===== config.mk =====
export PLATFORM = sky130hd
export DESIGN_NAME = cpu_axi_bridge
export DESIGN_NICKNAME = d
export VERILOG_FILES = /design/src/logic/bridge_pkg.sv /design/src/logic/axi_read_master.sv /design/src/logic/axi_write_master.sv /design/src/logic/cpu_axi_bridge.sv /design/src/logic/mem_round_ctrl.sv
export VERILOG_INCLUDE_DIRS = /design/src /design/src/logic
export SDC_FILE = /design/constraint.sdc
export NUM_CORES = 1
export LEC_CHECK = 0
export BUFFER_PORTS_ARGS = -buffer_cell sky130_fd_sc_hd__buf_2
export CELL_PAD_IN_SITES_DETAIL_PLACEMENT = 0
export CELL_PAD_IN_SITES_GLOBAL_PLACEMENT = 1
export CORE_MARGIN = 3
export CORE_UTILIZATION = 30
export CTS_BUF_LIST = sky130_fd_sc_hd__clkbuf_8
export CTS_CLUSTER_SIZE = 30
export DETAILED_ROUTE_END_ITERATION = 10
export PLACE_DENSITY_LB_ADDON = 0.1
export SYNTH_ARGS = -nofsm -noshare
export SYNTH_HDL_FRONTEND = slang
export SYNTH_SLANG_ARGS = --single-unit

===== constraint.sdc =====
create_clock -name ACLK -period 3.2 [get_ports ACLK]
set_input_delay 0.64 -clock ACLK [delete_from_list [all_inputs] [get_ports ACLK]]
set_output_delay 0.64 -clock ACLK [all_outputs]
set_load 0.05 [all_outputs]

===== src/logic/bridge_params.svh =====
`ifndef BRIDGE_PARAMS_SVH
`define BRIDGE_PARAMS_SVH

// ==================================================
// Bus widths
// ==================================================
`define BRIDGE_ADDR_W 32
`define BRIDGE_DATA_W 32
`define BRIDGE_STRB_W 4

// ==================================================
// Address map
// ==================================================
// Upper 16 address bits of the read-only region
`define BRIDGE_ROM_TAG 16'h0000

`endif


===== src/logic/bridge_pkg.sv =====
`default_nettype none

`include "bridge_params.svh"

package bridge_pkg;

	// Processor memory port, one word per request
	typedef struct packed {
		logic [`BRIDGE_ADDR_W-1:0] im_addr;
		logic [`BRIDGE_ADDR_W-1:0] dm_addr;
		logic [`BRIDGE_DATA_W-1:0] dm_wdata;
		logic [`BRIDGE_STRB_W-1:0] dm_web;
		logic                      dm_oe;
	} cpu_req_t;

	// ==================================================
	// AXI4-Lite channel payloads
	// ==================================================
	typedef struct packed {
		logic [`BRIDGE_ADDR_W-1:0] addr;
		logic [2:0]                prot;
	} axi_ar_t;

	typedef struct packed {
		logic [`BRIDGE_DATA_W-1:0] data;
		logic [1:0]                resp;
	} axi_r_t;

	typedef struct packed {
		logic [`BRIDGE_ADDR_W-1:0] addr;
		logic [2:0]                prot;
	} axi_aw_t;

	typedef struct packed {
		logic [`BRIDGE_DATA_W-1:0] data;
		logic [`BRIDGE_STRB_W-1:0] strb;
	} axi_w_t;

	typedef struct packed {
		logic [1:0] resp;
	} axi_b_t;

endpackage

`default_nettype wire


===== src/logic/axi_read_master.sv =====
`default_nettype none

`include "bridge_params.svh"

module axi_read_master (
	input  logic                      ACLK,
	input  logic                      ARESETn,
	input  logic                      start,
	input  logic [`BRIDGE_ADDR_W-1:0] addr,
	output logic                      done,
	output logic [`BRIDGE_DATA_W-1:0] rdata,
	output bridge_pkg::axi_ar_t       ar,
	output logic                      arvalid,
	input  logic                      arready,
	input  bridge_pkg::axi_r_t        r,
	input  logic                      rvalid,
	output logic                      rready
);
	import bridge_pkg::*;

	typedef enum logic [1:0] {
		RD_IDLE,
		RD_ADDR,
		RD_DATA
	} rd_state_t;

	rd_state_t state;
	axi_ar_t   ar_q;

	// ==================================================
	// Sequencer
	// ==================================================
	always_ff @(posedge ACLK) begin
		if (!ARESETn) begin
			state <= RD_IDLE;
			done  <= 1'b0;
		end else begin
			done <= 1'b0;
			case (state)
				RD_IDLE: begin
					if (start) begin
						state <= RD_ADDR;
					end
				end
				RD_ADDR: begin
					if (arvalid && arready) begin
						state <= RD_DATA;
					end
				end
				RD_DATA: begin
					if (rvalid && rready) begin
						state <= RD_IDLE;
						done  <= 1'b1;
					end
				end
				default: state <= RD_IDLE;
			endcase
		end
	end

	// Address held from start until the AR handshake
	always_ff @(posedge ACLK) begin
		if (state == RD_IDLE && start) begin
			ar_q <= '{addr: addr, prot: 3'b000};
		end
		if (rvalid && rready) begin
			rdata <= r.data;
		end
	end

	assign ar      = ar_q;
	assign arvalid = (state == RD_ADDR);
	assign rready  = (state == RD_DATA);

endmodule

`default_nettype wire


===== src/logic/axi_write_master.sv =====
`default_nettype none

`include "bridge_params.svh"

module axi_write_master (
	input  logic                      ACLK,
	input  logic                      ARESETn,
	input  logic                      start,
	input  logic [`BRIDGE_ADDR_W-1:0] addr,
	input  logic [`BRIDGE_DATA_W-1:0] wdata,
	input  logic [`BRIDGE_STRB_W-1:0] web,
	output logic                      done,
	output bridge_pkg::axi_aw_t       aw,
	output logic                      awvalid,
	input  logic                      awready,
	output bridge_pkg::axi_w_t        w,
	output logic                      wvalid,
	input  logic                      wready,
	input  bridge_pkg::axi_b_t        b,
	input  logic                      bvalid,
	output logic                      bready
);
	import bridge_pkg::*;

	typedef enum logic [1:0] {
		WR_IDLE,
		WR_ADDR,
		WR_DATA,
		WR_RESP
	} wr_state_t;

	wr_state_t state;
	axi_aw_t   aw_q;
	axi_w_t    w_q;

	// ==================================================
	// Sequencer
	// ==================================================
	// Phases run strictly in order AW, W, B
	always_ff @(posedge ACLK) begin
		if (!ARESETn) begin
			state <= WR_IDLE;
			done  <= 1'b0;
		end else begin
			done <= 1'b0;
			case (state)
				WR_IDLE: begin
					if (start) begin
						state <= WR_ADDR;
					end
				end
				WR_ADDR: begin
					if (awvalid && awready) begin
						state <= WR_DATA;
					end
				end
				WR_DATA: begin
					if (wvalid && wready) begin
						state <= WR_RESP;
					end
				end
				WR_RESP: begin
					// Response code is not checked
					if (bvalid && bready) begin
						state <= WR_IDLE;
						done  <= 1'b1;
					end
				end
				default: state <= WR_IDLE;
			endcase
		end
	end

	// Operands captured at start, strobes are the inverted enables
	always_ff @(posedge ACLK) begin
		if (state == WR_IDLE && start) begin
			aw_q <= '{addr: addr, prot: 3'b000};
			w_q  <= '{data: wdata, strb: ~web};
		end
	end

	assign aw      = aw_q;
	assign w       = w_q;
	assign awvalid = (state == WR_ADDR);
	assign wvalid  = (state == WR_DATA);
	assign bready  = (state == WR_RESP);

endmodule

`default_nettype wire


===== src/logic/cpu_axi_bridge.sv =====
`default_nettype none

`include "bridge_params.svh"

module cpu_axi_bridge (
	input  logic                      ACLK,
	input  logic                      ARESETn,
	input  bridge_pkg::cpu_req_t      req,
	output logic [`BRIDGE_DATA_W-1:0] im_rdata,
	output logic [`BRIDGE_DATA_W-1:0] dm_rdata,
	output logic                      stall,
	// Fetch bus
	output bridge_pkg::axi_ar_t       ar_m0,
	output logic                      arvalid_m0,
	input  logic                      arready_m0,
	input  bridge_pkg::axi_r_t        r_m0,
	input  logic                      rvalid_m0,
	output logic                      rready_m0,
	// Data bus
	output bridge_pkg::axi_ar_t       ar_m1,
	output logic                      arvalid_m1,
	input  logic                      arready_m1,
	input  bridge_pkg::axi_r_t        r_m1,
	input  logic                      rvalid_m1,
	output logic                      rready_m1,
	output bridge_pkg::axi_aw_t       aw_m1,
	output logic                      awvalid_m1,
	input  logic                      awready_m1,
	output bridge_pkg::axi_w_t        w_m1,
	output logic                      wvalid_m1,
	input  logic                      wready_m1,
	input  bridge_pkg::axi_b_t        b_m1,
	input  logic                      bvalid_m1,
	output logic                      bready_m1
);
	logic                      fetch_start;
	logic [`BRIDGE_ADDR_W-1:0] fetch_addr;
	logic                      fetch_done;
	logic [`BRIDGE_DATA_W-1:0] fetch_data;
	logic                      load_start;
	logic [`BRIDGE_ADDR_W-1:0] load_addr;
	logic                      load_done;
	logic [`BRIDGE_DATA_W-1:0] load_data;
	logic                      store_start;
	logic [`BRIDGE_ADDR_W-1:0] store_addr;
	logic [`BRIDGE_DATA_W-1:0] store_data;
	logic [`BRIDGE_STRB_W-1:0] store_web;
	logic                      store_done;

	mem_round_ctrl u_ctrl (
		.ACLK        (ACLK),
		.ARESETn     (ARESETn),
		.req         (req),
		.fetch_start (fetch_start),
		.fetch_addr  (fetch_addr),
		.fetch_done  (fetch_done),
		.fetch_data  (fetch_data),
		.load_start  (load_start),
		.load_addr   (load_addr),
		.load_done   (load_done),
		.load_data   (load_data),
		.store_start (store_start),
		.store_addr  (store_addr),
		.store_data  (store_data),
		.store_web   (store_web),
		.store_done  (store_done),
		.im_rdata    (im_rdata),
		.dm_rdata    (dm_rdata),
		.stall       (stall)
	);

	// ==================================================
	// Bus masters
	// ==================================================
	axi_read_master u_fetch (
		.ACLK    (ACLK),
		.ARESETn (ARESETn),
		.start   (fetch_start),
		.addr    (fetch_addr),
		.done    (fetch_done),
		.rdata   (fetch_data),
		.ar      (ar_m0),
		.arvalid (arvalid_m0),
		.arready (arready_m0),
		.r       (r_m0),
		.rvalid  (rvalid_m0),
		.rready  (rready_m0)
	);

	axi_read_master u_load (
		.ACLK    (ACLK),
		.ARESETn (ARESETn),
		.start   (load_start),
		.addr    (load_addr),
		.done    (load_done),
		.rdata   (load_data),
		.ar      (ar_m1),
		.arvalid (arvalid_m1),
		.arready (arready_m1),
		.r       (r_m1),
		.rvalid  (rvalid_m1),
		.rready  (rready_m1)
	);

	axi_write_master u_store (
		.ACLK    (ACLK),
		.ARESETn (ARESETn),
		.start   (store_start),
		.addr    (store_addr),
		.wdata   (store_data),
		.web     (store_web),
		.done    (store_done),
		.aw      (aw_m1),
		.awvalid (awvalid_m1),
		.awready (awready_m1),
		.w       (w_m1),
		.wvalid  (wvalid_m1),
		.wready  (wready_m1),
		.b       (b_m1),
		.bvalid  (bvalid_m1),
		.bready  (bready_m1)
	);

endmodule

`default_nettype wire


===== src/logic/mem_round_ctrl.sv =====
`default_nettype none

`include "bridge_params.svh"

module mem_round_ctrl (
	input  logic                      ACLK,
	input  logic                      ARESETn,
	input  bridge_pkg::cpu_req_t      req,
	output logic                      fetch_start,
	output logic [`BRIDGE_ADDR_W-1:0] fetch_addr,
	input  logic                      fetch_done,
	input  logic [`BRIDGE_DATA_W-1:0] fetch_data,
	output logic                      load_start,
	output logic [`BRIDGE_ADDR_W-1:0] load_addr,
	input  logic                      load_done,
	input  logic [`BRIDGE_DATA_W-1:0] load_data,
	output logic                      store_start,
	output logic [`BRIDGE_ADDR_W-1:0] store_addr,
	output logic [`BRIDGE_DATA_W-1:0] store_data,
	output logic [`BRIDGE_STRB_W-1:0] store_web,
	input  logic                      store_done,
	output logic [`BRIDGE_DATA_W-1:0] im_rdata,
	output logic [`BRIDGE_DATA_W-1:0] dm_rdata,
	output logic                      stall
);
	// High when a new round begins on the next edge
	logic idle_q;
	logic fetch_pend;
	logic data_pend;
	logic is_store;
	logic rom_hit;
	logic do_store;
	logic do_load;
	logic fetch_left;
	logic data_left;

	// ==================================================
	// Request decode
	// ==================================================
	assign is_store = (req.dm_web != {`BRIDGE_STRB_W{1'b1}});
	assign rom_hit  = (req.dm_addr[`BRIDGE_ADDR_W-1 -: 16] == `BRIDGE_ROM_TAG);
	// Stores into ROM are dropped, a set load enable still wins then
	assign do_store = is_store && !rom_hit;
	assign do_load  = !do_store && req.dm_oe;

	assign fetch_left = fetch_pend && !fetch_done;
	assign data_left  = data_pend && !(load_done || store_done);

	// ==================================================
	// Round state
	// ==================================================
	always_ff @(posedge ACLK) begin
		if (!ARESETn) begin
			idle_q      <= 1'b1;
			stall       <= 1'b1;
			fetch_pend  <= 1'b0;
			data_pend   <= 1'b0;
			fetch_start <= 1'b0;
			load_start  <= 1'b0;
			store_start <= 1'b0;
		end else begin
			fetch_start <= 1'b0;
			load_start  <= 1'b0;
			store_start <= 1'b0;
			if (idle_q) begin
				idle_q      <= 1'b0;
				stall       <= 1'b1;
				fetch_pend  <= 1'b1;
				data_pend   <= do_store || do_load;
				fetch_start <= 1'b1;
				load_start  <= do_load;
				store_start <= do_store;
			end else begin
				fetch_pend <= fetch_left;
				data_pend  <= data_left;
				if (!fetch_left && !data_left) begin
					stall  <= 1'b0;
					idle_q <= 1'b1;
				end
			end
		end
	end

	// Returned words, dm_rdata only moves on a load
	always_ff @(posedge ACLK) begin
		if (!ARESETn) begin
			im_rdata <= '0;
			dm_rdata <= '0;
		end else begin
			if (fetch_done) begin
				im_rdata <= fetch_data;
			end
			if (load_done) begin
				dm_rdata <= load_data;
			end
		end
	end

	// req is held stable for the whole round
	assign fetch_addr = req.im_addr;
	assign load_addr  = req.dm_addr;
	assign store_addr = req.dm_addr;
	assign store_data = req.dm_wdata;
	assign store_web  = req.dm_web;

endmodule

`default_nettype wire


Word level (Yosys, flattened, before mapping)
Index checks and enable logic that the tools add are counted.
Operators by class
  eq/ne operators: 18
  muxes and demuxes: 21
  bitwise gates (word level): 2
  reductions and logical operators: 35
Operator list (number)
  2-to-1 mux 2 bit: 10
  != test 2 bit (second input constant): 10
  logical NOT 16 bit: 1
  logical AND 1 bit: 15
  case mux 2 bit (3 select lines): 2
  == test 2 bit (second input constant): 4
  2-to-1 mux 1 bit: 8
  case mux 2 bit (4 select lines): 1
  AND reduction 2 bit: 4
  == test 2 x 1 -> 1 bit (second input constant): 3
  logical NOT 1 bit: 6
  logical NOT 2 bit: 3
  AND reduction 3 bit: 2
  != test 4 bit (second input constant): 1
  inverter 4 bit: 1
  AND reduction 4 bit: 1
  logical OR 1 bit: 2
  OR reduction 2 bit: 1
  inverter 1 bit: 1
Storage, ports and cells
  register bits: 276
  input port bits: 180
  output and inout bits: 213
  word-level logic and storage cells: 98

Depth between registers and ports, before layout
Gate-level depths: netlist of the first run.
  depth after elaboration: 7
  gate-level depth with buffers: 6
  mapped depth without buffers: 6

Modules after synthesis
From an unflattened synthesis of the first run, not the netlist that was laid out.
Second synthesis, totals
  cell total of the unflattened synthesis: 628
  area total of the unflattened synthesis: 10183.5 µm²
By module, submodules not included
  axi_read_master: instances 2, cells an instance 82, area each 2084.5 µm², sequential area each 1981.9 µm²
  mem_round_ctrl: instances 1, cells an instance 365, area each 3698.5 µm², sequential area each 1421.4 µm²
  axi_write_master: instances 1, cells an instance 99, area each 2316.0 µm², sequential area each 2102.0 µm²

Worst setup path after synthesis of the first run
Ideal clock, no wire load.
  path type: reg-to-reg
  start: register u_load.state[1]
  end: register u_load.ar_q (netlist bit u_load.ar[10]), enable pin
  setup time: 0.470 ns
  arrival: 2.748 ns
  data required time: 2.730 ns
  path slack: -0.018 ns
  cell stages (with the launch flop): 2
  path buffers: 0
  period minus slack after synthesis: 3.218 ns
  path through: dfxtp_1 > nor3b_1
Between the ends
  word-level cells in the longest chain between the ends: 2
Ends and longest elaborated chain
  start: declaration: line axi_read_master.sv:27  | rd_state_t state;
  start signal: assignment: line axi_read_master.sv:35  | state <= RD_IDLE;
  start signal: assignment: line axi_read_master.sv:42  | state <= RD_ADDR;
  start signal: assignment: line axi_read_master.sv:47  | state <= RD_DATA;
  logical NOT 2 bit: line axi_read_master.sv:63  | if (state == RD_IDLE && start) begin
  logical AND 1 bit: line axi_read_master.sv:63
  end signal: assignment: line axi_read_master.sv:64  | ar_q <= '{addr: addr, prot: 3'b000};
  end: declaration: line axi_read_master.sv:28  | axi_ar_t ar_q;
No other way between the ends.
A chain may end at the register's enable or synchronous reset.

Worst setup path after layout of the first run
  start: register u_load.state[1]
  end: output rready_m1
Between the ends
  word-level cells in the longest chain between the ends: 1
Ends and longest elaborated chain
  == test 2 bit: line axi_read_master.sv:73  | assign rready = (state == RD_DATA);
  end: declaration: line cpu_axi_bridge.sv:25  | output logic rready_m1,
No other way between the ends.

==> impl_metrics.json, run 1 <==
{
  "clockBufferDepth": 3,
  "crit_start": "u_load.state[1]",
  "num_vias": 5545,
  "tns_ps": 0,
  "gp_congestion": 0.896,
  "worst-path-stages": 2,
  "relSlewSlack_pct": 44.0,
  "grt_pass1_vias": 5961,
  "ys_top_cells_by_area": "edfxtp_1 (65%), dfxtp_1 (18%), mux2i_1 (7.3%)",
  "rows": 63,
  "cpMaxStageDelayCell": "dfxtp_1",
  "power_density_nw_per_um2": 665,
  "wl_per_cell_microns": 18.1,
  "cts.clk_slew.worst_paths_ps": 60,
  "ys_seq_area_share_pct": 82.3,
  "crit_chain": "nor2b_1, buf_2",
  "min-delay-start": "req[81]",
  "port_buffers": 377,
  "ys_types": 27,
  "wl_microns": 24100,
  "die_h_microns": 180,
  "maxCapViolCount": 0,
  "avgSynthCellArea_sq_um": 18.5,
  "routed_via_density": 4.17,
  "critPathBufInv": 1,
  "mappedNetlistArea_sq_um": 9100,
  "root_buffer": "clkbuf_8",
  "timing.rr.start": "u_store.state[1]",
  "worstMarginPinSlew_ps": 840,
  "grt_max_degree": 52,
  "ys_ff_latch": 276,
  "h-tree-depth": 2,
  "cts_tree": "built",
  "hpwlAfterDp_microns": 17800,
  "start_kind": "register",
  "finalMaxSlewViolations": 0,
  "cts.sinks": 276,
  "cpPeakStageDelay_ps": 380,
  "post_cts_buffers": 0,
  "fin_area_sq_um": 12300,
  "finalCriticalPeriod_ps": 2210,
  "die_x_microns": 180,
  "area_delta_synth_final_pct": 35.1,
  "cp_data_arrival_time_ps": 1570,
  "postRouteAntennaNets": 0,
  "synth_edf_count": 196,
  "fin_skew_ps": 20.9,
  "yosysMostFrequentCell": "edfxtp_1",
  "hold_class": "primary input to register",
  "grt_overflow": 0,
  "hold_viol_final": 0,
  "finalCritPeriodShare_pct": 69.1,
  "cts_resized": 0,
  "antenna_found_initial": 2,
  "dieArea_sq_um": 32500,
  "rsz0062_at_grt": "false",
  "endpoint_kind": "primary output",
  "status": "complete, no violations",
  "synthTopCellsByCount": "edfxtp_1 (196), dfxtp_1 (80), nor2b_1 (73)",
  "finalNetCount": 1091,
  "whs_path_depth": 1,
  "post_dp_cell_area_sq_um": 11500,
  "cts_made_buffers": 46,
  "coreArea_sq_um": 29800,
  "worstSetupPathType": "register to primary output",
  "ys.flop_type": "edfxtp_1",
  "cpLargestDelayFamily": "flip-flops",
  "insertion_delay_ps": 540,
  "grtUsageTotal_pct": 14.2,
  "drtIter0Drc": 162,
  "cts_hold_buf": 0,
  "start_util_pct": 30.5,
  "critical_path_required_ps": 2560,
  "first_pass_iters": 4,
  "yosysWarnings": 0,
  "netlist_instances": 492,
  "max_freq_mhz": 453,
  "vdd.ir_drop.worst_uv": 336,
  "leakage_uw": 0.00496,
  "pin_count": 393,
  "async_reset_ff_share_pct": 0,
  "yosysTopAreaCell": "edfxtp_1",
  "reg2regPathDepth": 4,
  "drive_gt1_share_pct": 47.5,
  "synth_top_area_share_pct": 64.7,
  "setup_viol": 0,
  "crit_fanout": 4,
  "grt_pass1_wl_microns": 35900,
  "drc": 0
}
## cells in the final DEF (no fill, tap or decap)
cell        count
a2111oi_4       1
a21oi_1         3
a22o_1          2
and2_1          4
and2_2          2
and3_1          4
buf_12          1
buf_2         377
buf_4           6
bufinv_16       1
clkbuf_8       50
clkinv_1        8
clkinv_2        1
clkinvlp_4      1
conb_1          9
dfxtp_1        78
dfxtp_2         2
diode_2         2
edfxtp_1      196
ha_1            4
inv_1          27
inv_8           1
mux2i_1        66
nand2_1         2
nand3b_1        1
nand4_1         2
nor2_1          1
nor2b_1        73
nor2b_4         1
nor3b_1         2
nor3b_2         1
nor3b_4         1
nor4_1          4
o211a_1         1
o21a_1          2
o21ai_0         2
o31ai_1         1
## area by class of cell
cell class	instances	area (sq um)
sequential	276	7490
antenna	2	5.00
clock buffer	50	688
timing repair buffer	384	1950
inverter	10	37.5
clock inverter	29	148
fill	2845	17500
tap	390	488
multi-input combinational	189	1490
## worst paths after layout
path | to | slack (ps)
min | u_fetch.ar[15] | 270
min reg2reg | u_ctrl.dm_rdata[1] | 500
max | rready_m1 | 990
max reg2reg | u_store.w[2] | 1310
## sequential cells by signal, summed over array words and instances, names as in the netlist, 32 cells and up
signal,count
u_fetch.ar,32
u_fetch.rdata,32
u_store.aw,32
u_store.w,36
u_load.rdata,32
u_ctrl.im_rdata,32
u_ctrl.dm_rdata,32
u_load.ar,32
## logic make-up (layout without fill, tap and decap cells)
logic type,count (synthesis),in the layout,share of synthesized area [%]
AOI/OAI and AO/OA,12,12,1.13
adders and majority gates,4,4,0.550
buffers and inverters,35,473,1.92
DFF,276,276,82.3
muxes,66,66,7.26
other,1,11,0.0412
and+or+nand+nor,98,98,6.82
## through the flow
| step | cells | total power, uW | setup WS (ps) | utilization [%] | hold slack [ps] |
|---|---|---|---|---|---|
| floorplan | 500 | 5070 | 17.7 | - | 436 |
| finish | 1330 | 8180 | 990 | 41.3 | 270 |
| CTS | 1328 | 8340 | 909 | 41.2 | 214 |
| global route | 1329 | 8550 | 837 | 41.2 | 217 |
| detailed placement | 1249 | 5460 | 1180 | 38.4 | 492 |
| global placement | 1249 | 5440 | 1250 | 38.4 | 469 |
## where the power goes
part / leakage (uW) / internal, uW / switching [uW]
clock network: 0.000487 / 1510 / 1310
logic: 0.00203 / 291 / 947
registers: 0.00244 / 4070 / 58.4
total: 0.00496 / 5860 / 2320
## layer usage
metal	global-route usage, %	share of wire [%]
met2	24.5	50
met4	5.22	3.2
met1	16.2	39
met3	5.17	8.6
met5	0	0.029
(Power assumes the default switching activity.)
==> run 2, diff against run 1 <==
==> constraint.sdc (replaced) <==
create_clock -name ACLK -period 2.1 [get_ports ACLK]
set_input_delay 0.42 -clock ACLK [delete_from_list [all_inputs] [get_ports ACLK]]
set_output_delay 0.42 -clock ACLK [all_outputs]
set_load 0.05 [all_outputs]
==> impl_metrics.json, run 2 (synthesized netlist as in run 1, its figures left out) <==
{
  "cp_data_arrival_time_ps": 1510,
  "finalNetCount": 1121,
  "grtUsageTotal_pct": 14.5,
  "drc": 0,
  "cts.sinks": 276,
  "area_delta_synth_final_pct": 38.9,
  "dieArea_sq_um": 32500,
  "rsz0062_at_grt": "false",
  "antenna_found_initial": 4,
  "root_buffer": "clkbuf_8",
  "finalCriticalPeriod_ps": 1930,
  "cpPeakStageDelay_ps": 400,
  "relSlewSlack_pct": 59.0,
  "endpoint_kind": "primary output",
  "pin_count": 393,
  "h-tree-depth": 2,
  "num_vias": 5648,
  "postRouteAntennaNets": 0,
  "largest_reg_flops": 36,
  "power_density_nw_per_um2": 993,
  "vdd.ir_drop.worst_uv": 476,
  "leakage_uw": 0.00512,
  "clockBufferDepth": 3,
  "crit_fanout": 3,
  "insertion_delay_ps": 540,
  "grt_pass1_vias": 6113,
  "status": "complete, no violations",
  "grt_overflow": 0,
  "worstMarginPinSlew_ps": 615,
  "final_cell_mix": "buf_2 (377), edfxtp_1 (196), dfxtp_1 (78)",
  "coreArea_sq_um": 29800,
  "critical_path_required_ps": 1680,
  "start_kind": "register",
  "setup_viol": 0,
  "place_ws_ps": 458,
  "final_common_cell": "buf_2",
  "cts_tree": "built",
  "setup_ws_ps": 169,
  "cts_made_buffers": 47,
  "place_inst": 1252,
  "min-delay-start": "req[82]",
  "p_total_uw": 12600,
  "grt_max_degree": 69,
  "gp_congestion": 0.882,
  "max_freq_mhz": 518,
  "crit_chain": "nor2b_1, buf_2",
  "wl_microns": 24500,
  "worstSetupPathType": "register to primary output",
  "first_pass_iters": 4,
  "die_x_microns": 180,
  "hold_viol_final": 0,
  "drive_gt1_share_pct": 46.6,
  "routed_via_density": 4.15,
  "fillers": 2786,
  "fin_cells": 1362,
  "tns_ps": 0,
  "hpwlAfterDp_microns": 17800,
  "post_cts_buffers": 0,
  "port_buffers": 377,
  "cts.clk_slew.worst_paths_ps": 60,
  "grt_pass1_wl_microns": 36700,
  "drtIter0Drc": 164,
  "finalMaxSlewViolations": 0,
  "start_util_pct": 30.5,
  "cpMaxStageDelayCell": "dfxtp_1",
  "fin_skew_ps": 16.7,
  "timing.rr.start": "u_store.state[0]",
  "wl_per_cell_microns": 18.0,
  "hold_ws_ps": 50.9,
  "rows": 63,
  "hold_class": "primary input to register",
  "finalCritPeriodShare_pct": 92.0,
  "crit_start": "u_load.state[0]",
  "die_h_microns": 180,
  "insertedDiodeCount": 0,
  "maxCapViolCount": 0
}
==> run 2: cell count changes in the layout (fill, tap and decap cells not counted), moves of 2 or more <==
cell and delta:
inv_1 +3, diode_2 -2, clkinv_2 +2, nor2b_1 -2
nor2b_2 +2, buf_12 +4, dlygate4sd3_1 +26
==> run 2: through the flow <==
step	area [sq um]	utilization, %
global placement	11500	38.7
global route	12600	42.4
CTS	12600	42.4
floorplan	9150	-
detailed placement	11500	38.7
finish	12600	42.4
==> run 2: layout make-up <==
type / instances / area, sq um / share of cell area, %
Timing Repair Buffer: 413 / 2280 / 18.1
Clock buffer: 49 / 674 / 5.33
Inverter: 10 / 37.5 / 0.297
Sequential cell: 276 / 7490 / 59.2
Multi-Input combinational cell: 189 / 1500 / 11.8
Clock inverter: 35 / 170 / 1.35
Tap cell: 390 / 488 / 3.86
==> run 2: path summary, 6_finish.rpt <==
path,to,slack (ps),cells after the start
max,arvalid_m1,170,2
min,u_fetch.ar[16],50,1
max reg2reg,u_store.state[1],510,6
min reg2reg,u_ctrl.data_pend,500,1
==> run 2: timing repair <==
action | 4_1_cts | 5_1_grt
gates resized for setup | 0 | 0
hold endpoints to repair | 25 | 1
hold buffers | 25 | 1
==> run 2: layer usage <==
metal / vias to the layer above / global-route usage, % / routed length [microns]
met1: 2645 / 15.8 / 9070
met5: - / 0 / 65
met3: 54 / 6.52 / 2500
li1: 2671 / - / -
met4: 8 / 5.19 / 692
met2: 270 / 25.1 / 12200
==> run 2: where the power goes <==
part	switching (uW)	leakage (uW)	internal (uW)
clock network	2060	0.000503	2280
registers	91.0	0.00244	6200
logic	1450	0.00217	481
==> run 2: worst max-delay path, delay by kind of cell, from the launching register on <==
kind / cells / cell delay, ps
buffers and inverters: 1 / 330
AND/OR/NAND/NOR: 1 / 240
flip-flops: 1 / 400
==> run 3, diff against run 2 <==
--- a/config.mk
+++ b/config.mk
@@ -6,6 +6,7 @@
 export SDC_FILE = /design/constraint.sdc
 export NUM_CORES = 1
 export LEC_CHECK = 0
+export ABC_AREA = 1
 export BUFFER_PORTS_ARGS = -buffer_cell sky130_fd_sc_hd__buf_2
 export CELL_PAD_IN_SITES_DETAIL_PLACEMENT = 0
 export CELL_PAD_IN_SITES_GLOBAL_PLACEMENT = 1
==> impl_metrics.json, run 3 <==
{
  "status": "complete, no violations",
  "insertion_delay_ps": 540,
  "rsz0062_at_grt": "false",
  "vdd.ir_drop.worst_uv": 400,
  "relSlewSlack_pct": 27.3,
  "gp_congestion": 0.710,
  "cpMaxStageDelayCell": "dfxtp_1",
  "start_kind": "register",
  "grt_max_degree": 69,
  "grt_overflow": 0,
  "antenna_found_initial": 4,
  "dieArea_sq_um": 31800,
  "finalMaxSlewViolations": 0,
  "r2r_end": "u_store.w[10]",
  "leakage_uw": 0.00544,
  "switchingPower_uw": 3460,
  "finalCritPeriodShare_pct": 88.6,
  "reg2regPathDepth": 5,
  "hold_class": "primary input to register",
  "max_freq_mhz": 537,
  "h-tree-depth": 2,
  "min-delay-start": "r_m1[32]",
  "area_delta_synth_final_pct": 38.2,
  "finalCriticalPeriod_ps": 1860,
  "ys_top_cells_by_area": "edfxtp_1 (66%), dfxtp_1 (18%), nor2_1 (6.5%)",
  "cpPeakStageDelay_ps": 350,
  "swShare_pct": 28.3,
  "async_reset_ff_share_pct": 0,
  "ys_ff_latch": 276,
  "num_vias": 6006,
  "postRouteAntennaNets": 0,
  "ys_seq_area_share_pct": 83.9,
  "place_ws_ps": 600,
  "endpoint_kind": "primary output",
  "final_cell_mix": "buf_2 (377), edfxtp_1 (196), nor2_1 (155)",
  "cts_made_buffers": 48,
  "power_density_nw_per_um2": 992,
  "post_cts_buffers": 0,
  "hold_path_end": "u_load.rdata[30]",
  "setup_viol": 0,
  "timing.rr.start": "u_store.state[1]",
  "synth_edf_count": 196,
  "clockBufferDepth": 3,
  "tns_ps": 0,
  "finalNetCount": 1224,
  "grt_pass1_wl_microns": 34900,
  "p_int_uw": 8770,
  "p_comb_share_pct": 13.9,
  "netlist_instances": 602,
  "clkPwrFrac_pct": 35.2,
  "setup_ws_ps": 239,
  "crit_chain": "inv_1, nor2_1, buf_2",
  "drc": 0,
  "ys.flop_type": "edfxtp_1",
  "maxCapViolCount": 0,
  "hpwlAfterDp_microns": 17600,
  "final_common_cell": "buf_2",
  "r2r_setup_slack_ps": 590,
  "die_x_microns": 178,
  "sequentialPowerShare_pct": 50.9,
  "final_util_pct": 42.5,
  "pin_count": 393,
  "whs_path_depth": 1,
  "yosysMostFrequentCell": "edfxtp_1",
  "yosysWarnings": 0,
  "cp_data_arrival_time_ps": 1440,
  "die_h_microns": 178,
  "cts.sinks": 276,
  "drtIter0Drc": 211,
  "synth_top_area_share_pct": 66.0,
  "worstSetupPathType": "register to primary output",
  "first_pass_iters": 4,
  "cts_tree": "built",
  "rows": 62,
  "mappedNetlistArea_sq_um": 8920,
  "coreArea_sq_um": 29000,
  "wl_per_cell_microns": 17.1,
  "drive_gt1_share_pct": 41.6,
  "grtUsageTotal_pct": 14.5,
  "critical_path_required_ps": 1680,
  "routed_via_density": 4.11,
  "hold_viol_final": 0,
  "grt_pass1_vias": 5720,
  "worstMarginPinSlew_ps": 1090,
  "largest_reg_flops": 36,
  "root_buffer": "clkbuf_8",
  "port_buffers": 377,
  "yosysTopAreaCell": "edfxtp_1",
  "ys_types": 20,
  "fillers": 2852,
  "crit_fanout": 3,
  "cts_resized": 0,
  "cts.clk_slew.worst_paths_ps": 60,
  "synthTopCellsByCount": "edfxtp_1 (196), nor2_1 (155), dfxtp_1 (80)",
  "start_util_pct": 30.8,
  "wl_microns": 25000,
  "fin_skew_ps": 14.3,
  "avgSynthCellArea_sq_um": 14.8
}
==> run 3: metal layers <==
layer	global-route usage, %	routed length [microns]
met2	24.9	12300
met3	6.19	2600
met5	0	31
met4	4.19	455
met1	16.4	9530
==> run 3: logic make-up (layout without fill, tap and decap cells) <==
kind of cell    Yosys count  after routing  synth area share, %
other cells               1             12               0.0420
buf+inv                  59            525                 3.27
simple gates            189            189                 8.06
compound gates           73             73                 4.15
flops                   276            276                 83.9
fa+ha+maj                 4              4                0.561
==> run 3: area by class of cell <==
class	count	area, sq um	area share (%)
Antenna cell	3	7.51	0.0609
Clock buffer	51	702	5.69
Clock inverter	35	144	1.17
Inverter	31	128	1.04
Multi-Input combinational cell	275	1170	9.52
Sequential cell	276	7490	60.7
Tap cell	384	480	3.90
Timing Repair Buffer	408	2210	17.9
==> run 3: power groups by stage <==
stage          clock network, uW  registers, uW  logic (uW)
6_report                    4300           6220        1700
5_1_grt                     4790           6240        1810
4_1_cts                     4520           6230        1720
3_5_place_dp                   0           6340        1700
3_3_place_gp                   0           6330        1710
2_1_floorplan                  0           7130         381
==> run 3: through the flow <==
| stage | hold slack (ps) | total power [uW] | instances | area, sq um |
|---|---|---|---|---|
| 2_1_floorplan | 447 | 7510 | 610 | 8960 |
| 3_3_place_gp | 450 | 8040 | 1354 | 11300 |
| 3_5_place_dp | 453 | 8040 | 1354 | 11300 |
| 4_1_cts | 0.0918 | 12500 | 1451 | 12200 |
| 5_1_grt | 0.224 | 12800 | 1460 | 12300 |
| 6_report | 45.3 | 12200 | 1463 | 12300 |
==> run 3: repair_timing <==
action                     CTS  global route
setup endpoints to repair    0             0
hold endpoints to repair    11             9
hold buffers                11             9
==> run 3: worst max-delay path by stage <==
stage                           from                to  slack (ps)  cells after the start
floorplan           u_fetch.state[1]  u_fetch.rdata[0]           1                      4
global placement    u_store.state[0]      u_store.w[7]         590                      5
detailed placement  u_store.state[1]      u_store.w[7]         600                      5
CTS                 u_store.state[0]         wvalid_m1         170                      3
global route        u_fetch.state[1]         rready_m0          80                      3
finish              u_fetch.state[1]         rready_m0         240                      3
==> run 3: worst max-delay path, delay by kind of cell (launching register included) <==
family | cells | cell delay (ps)
buffers and inverters | 2 | 380
DFF | 1 | 350
and+or+nand+nor | 1 | 160
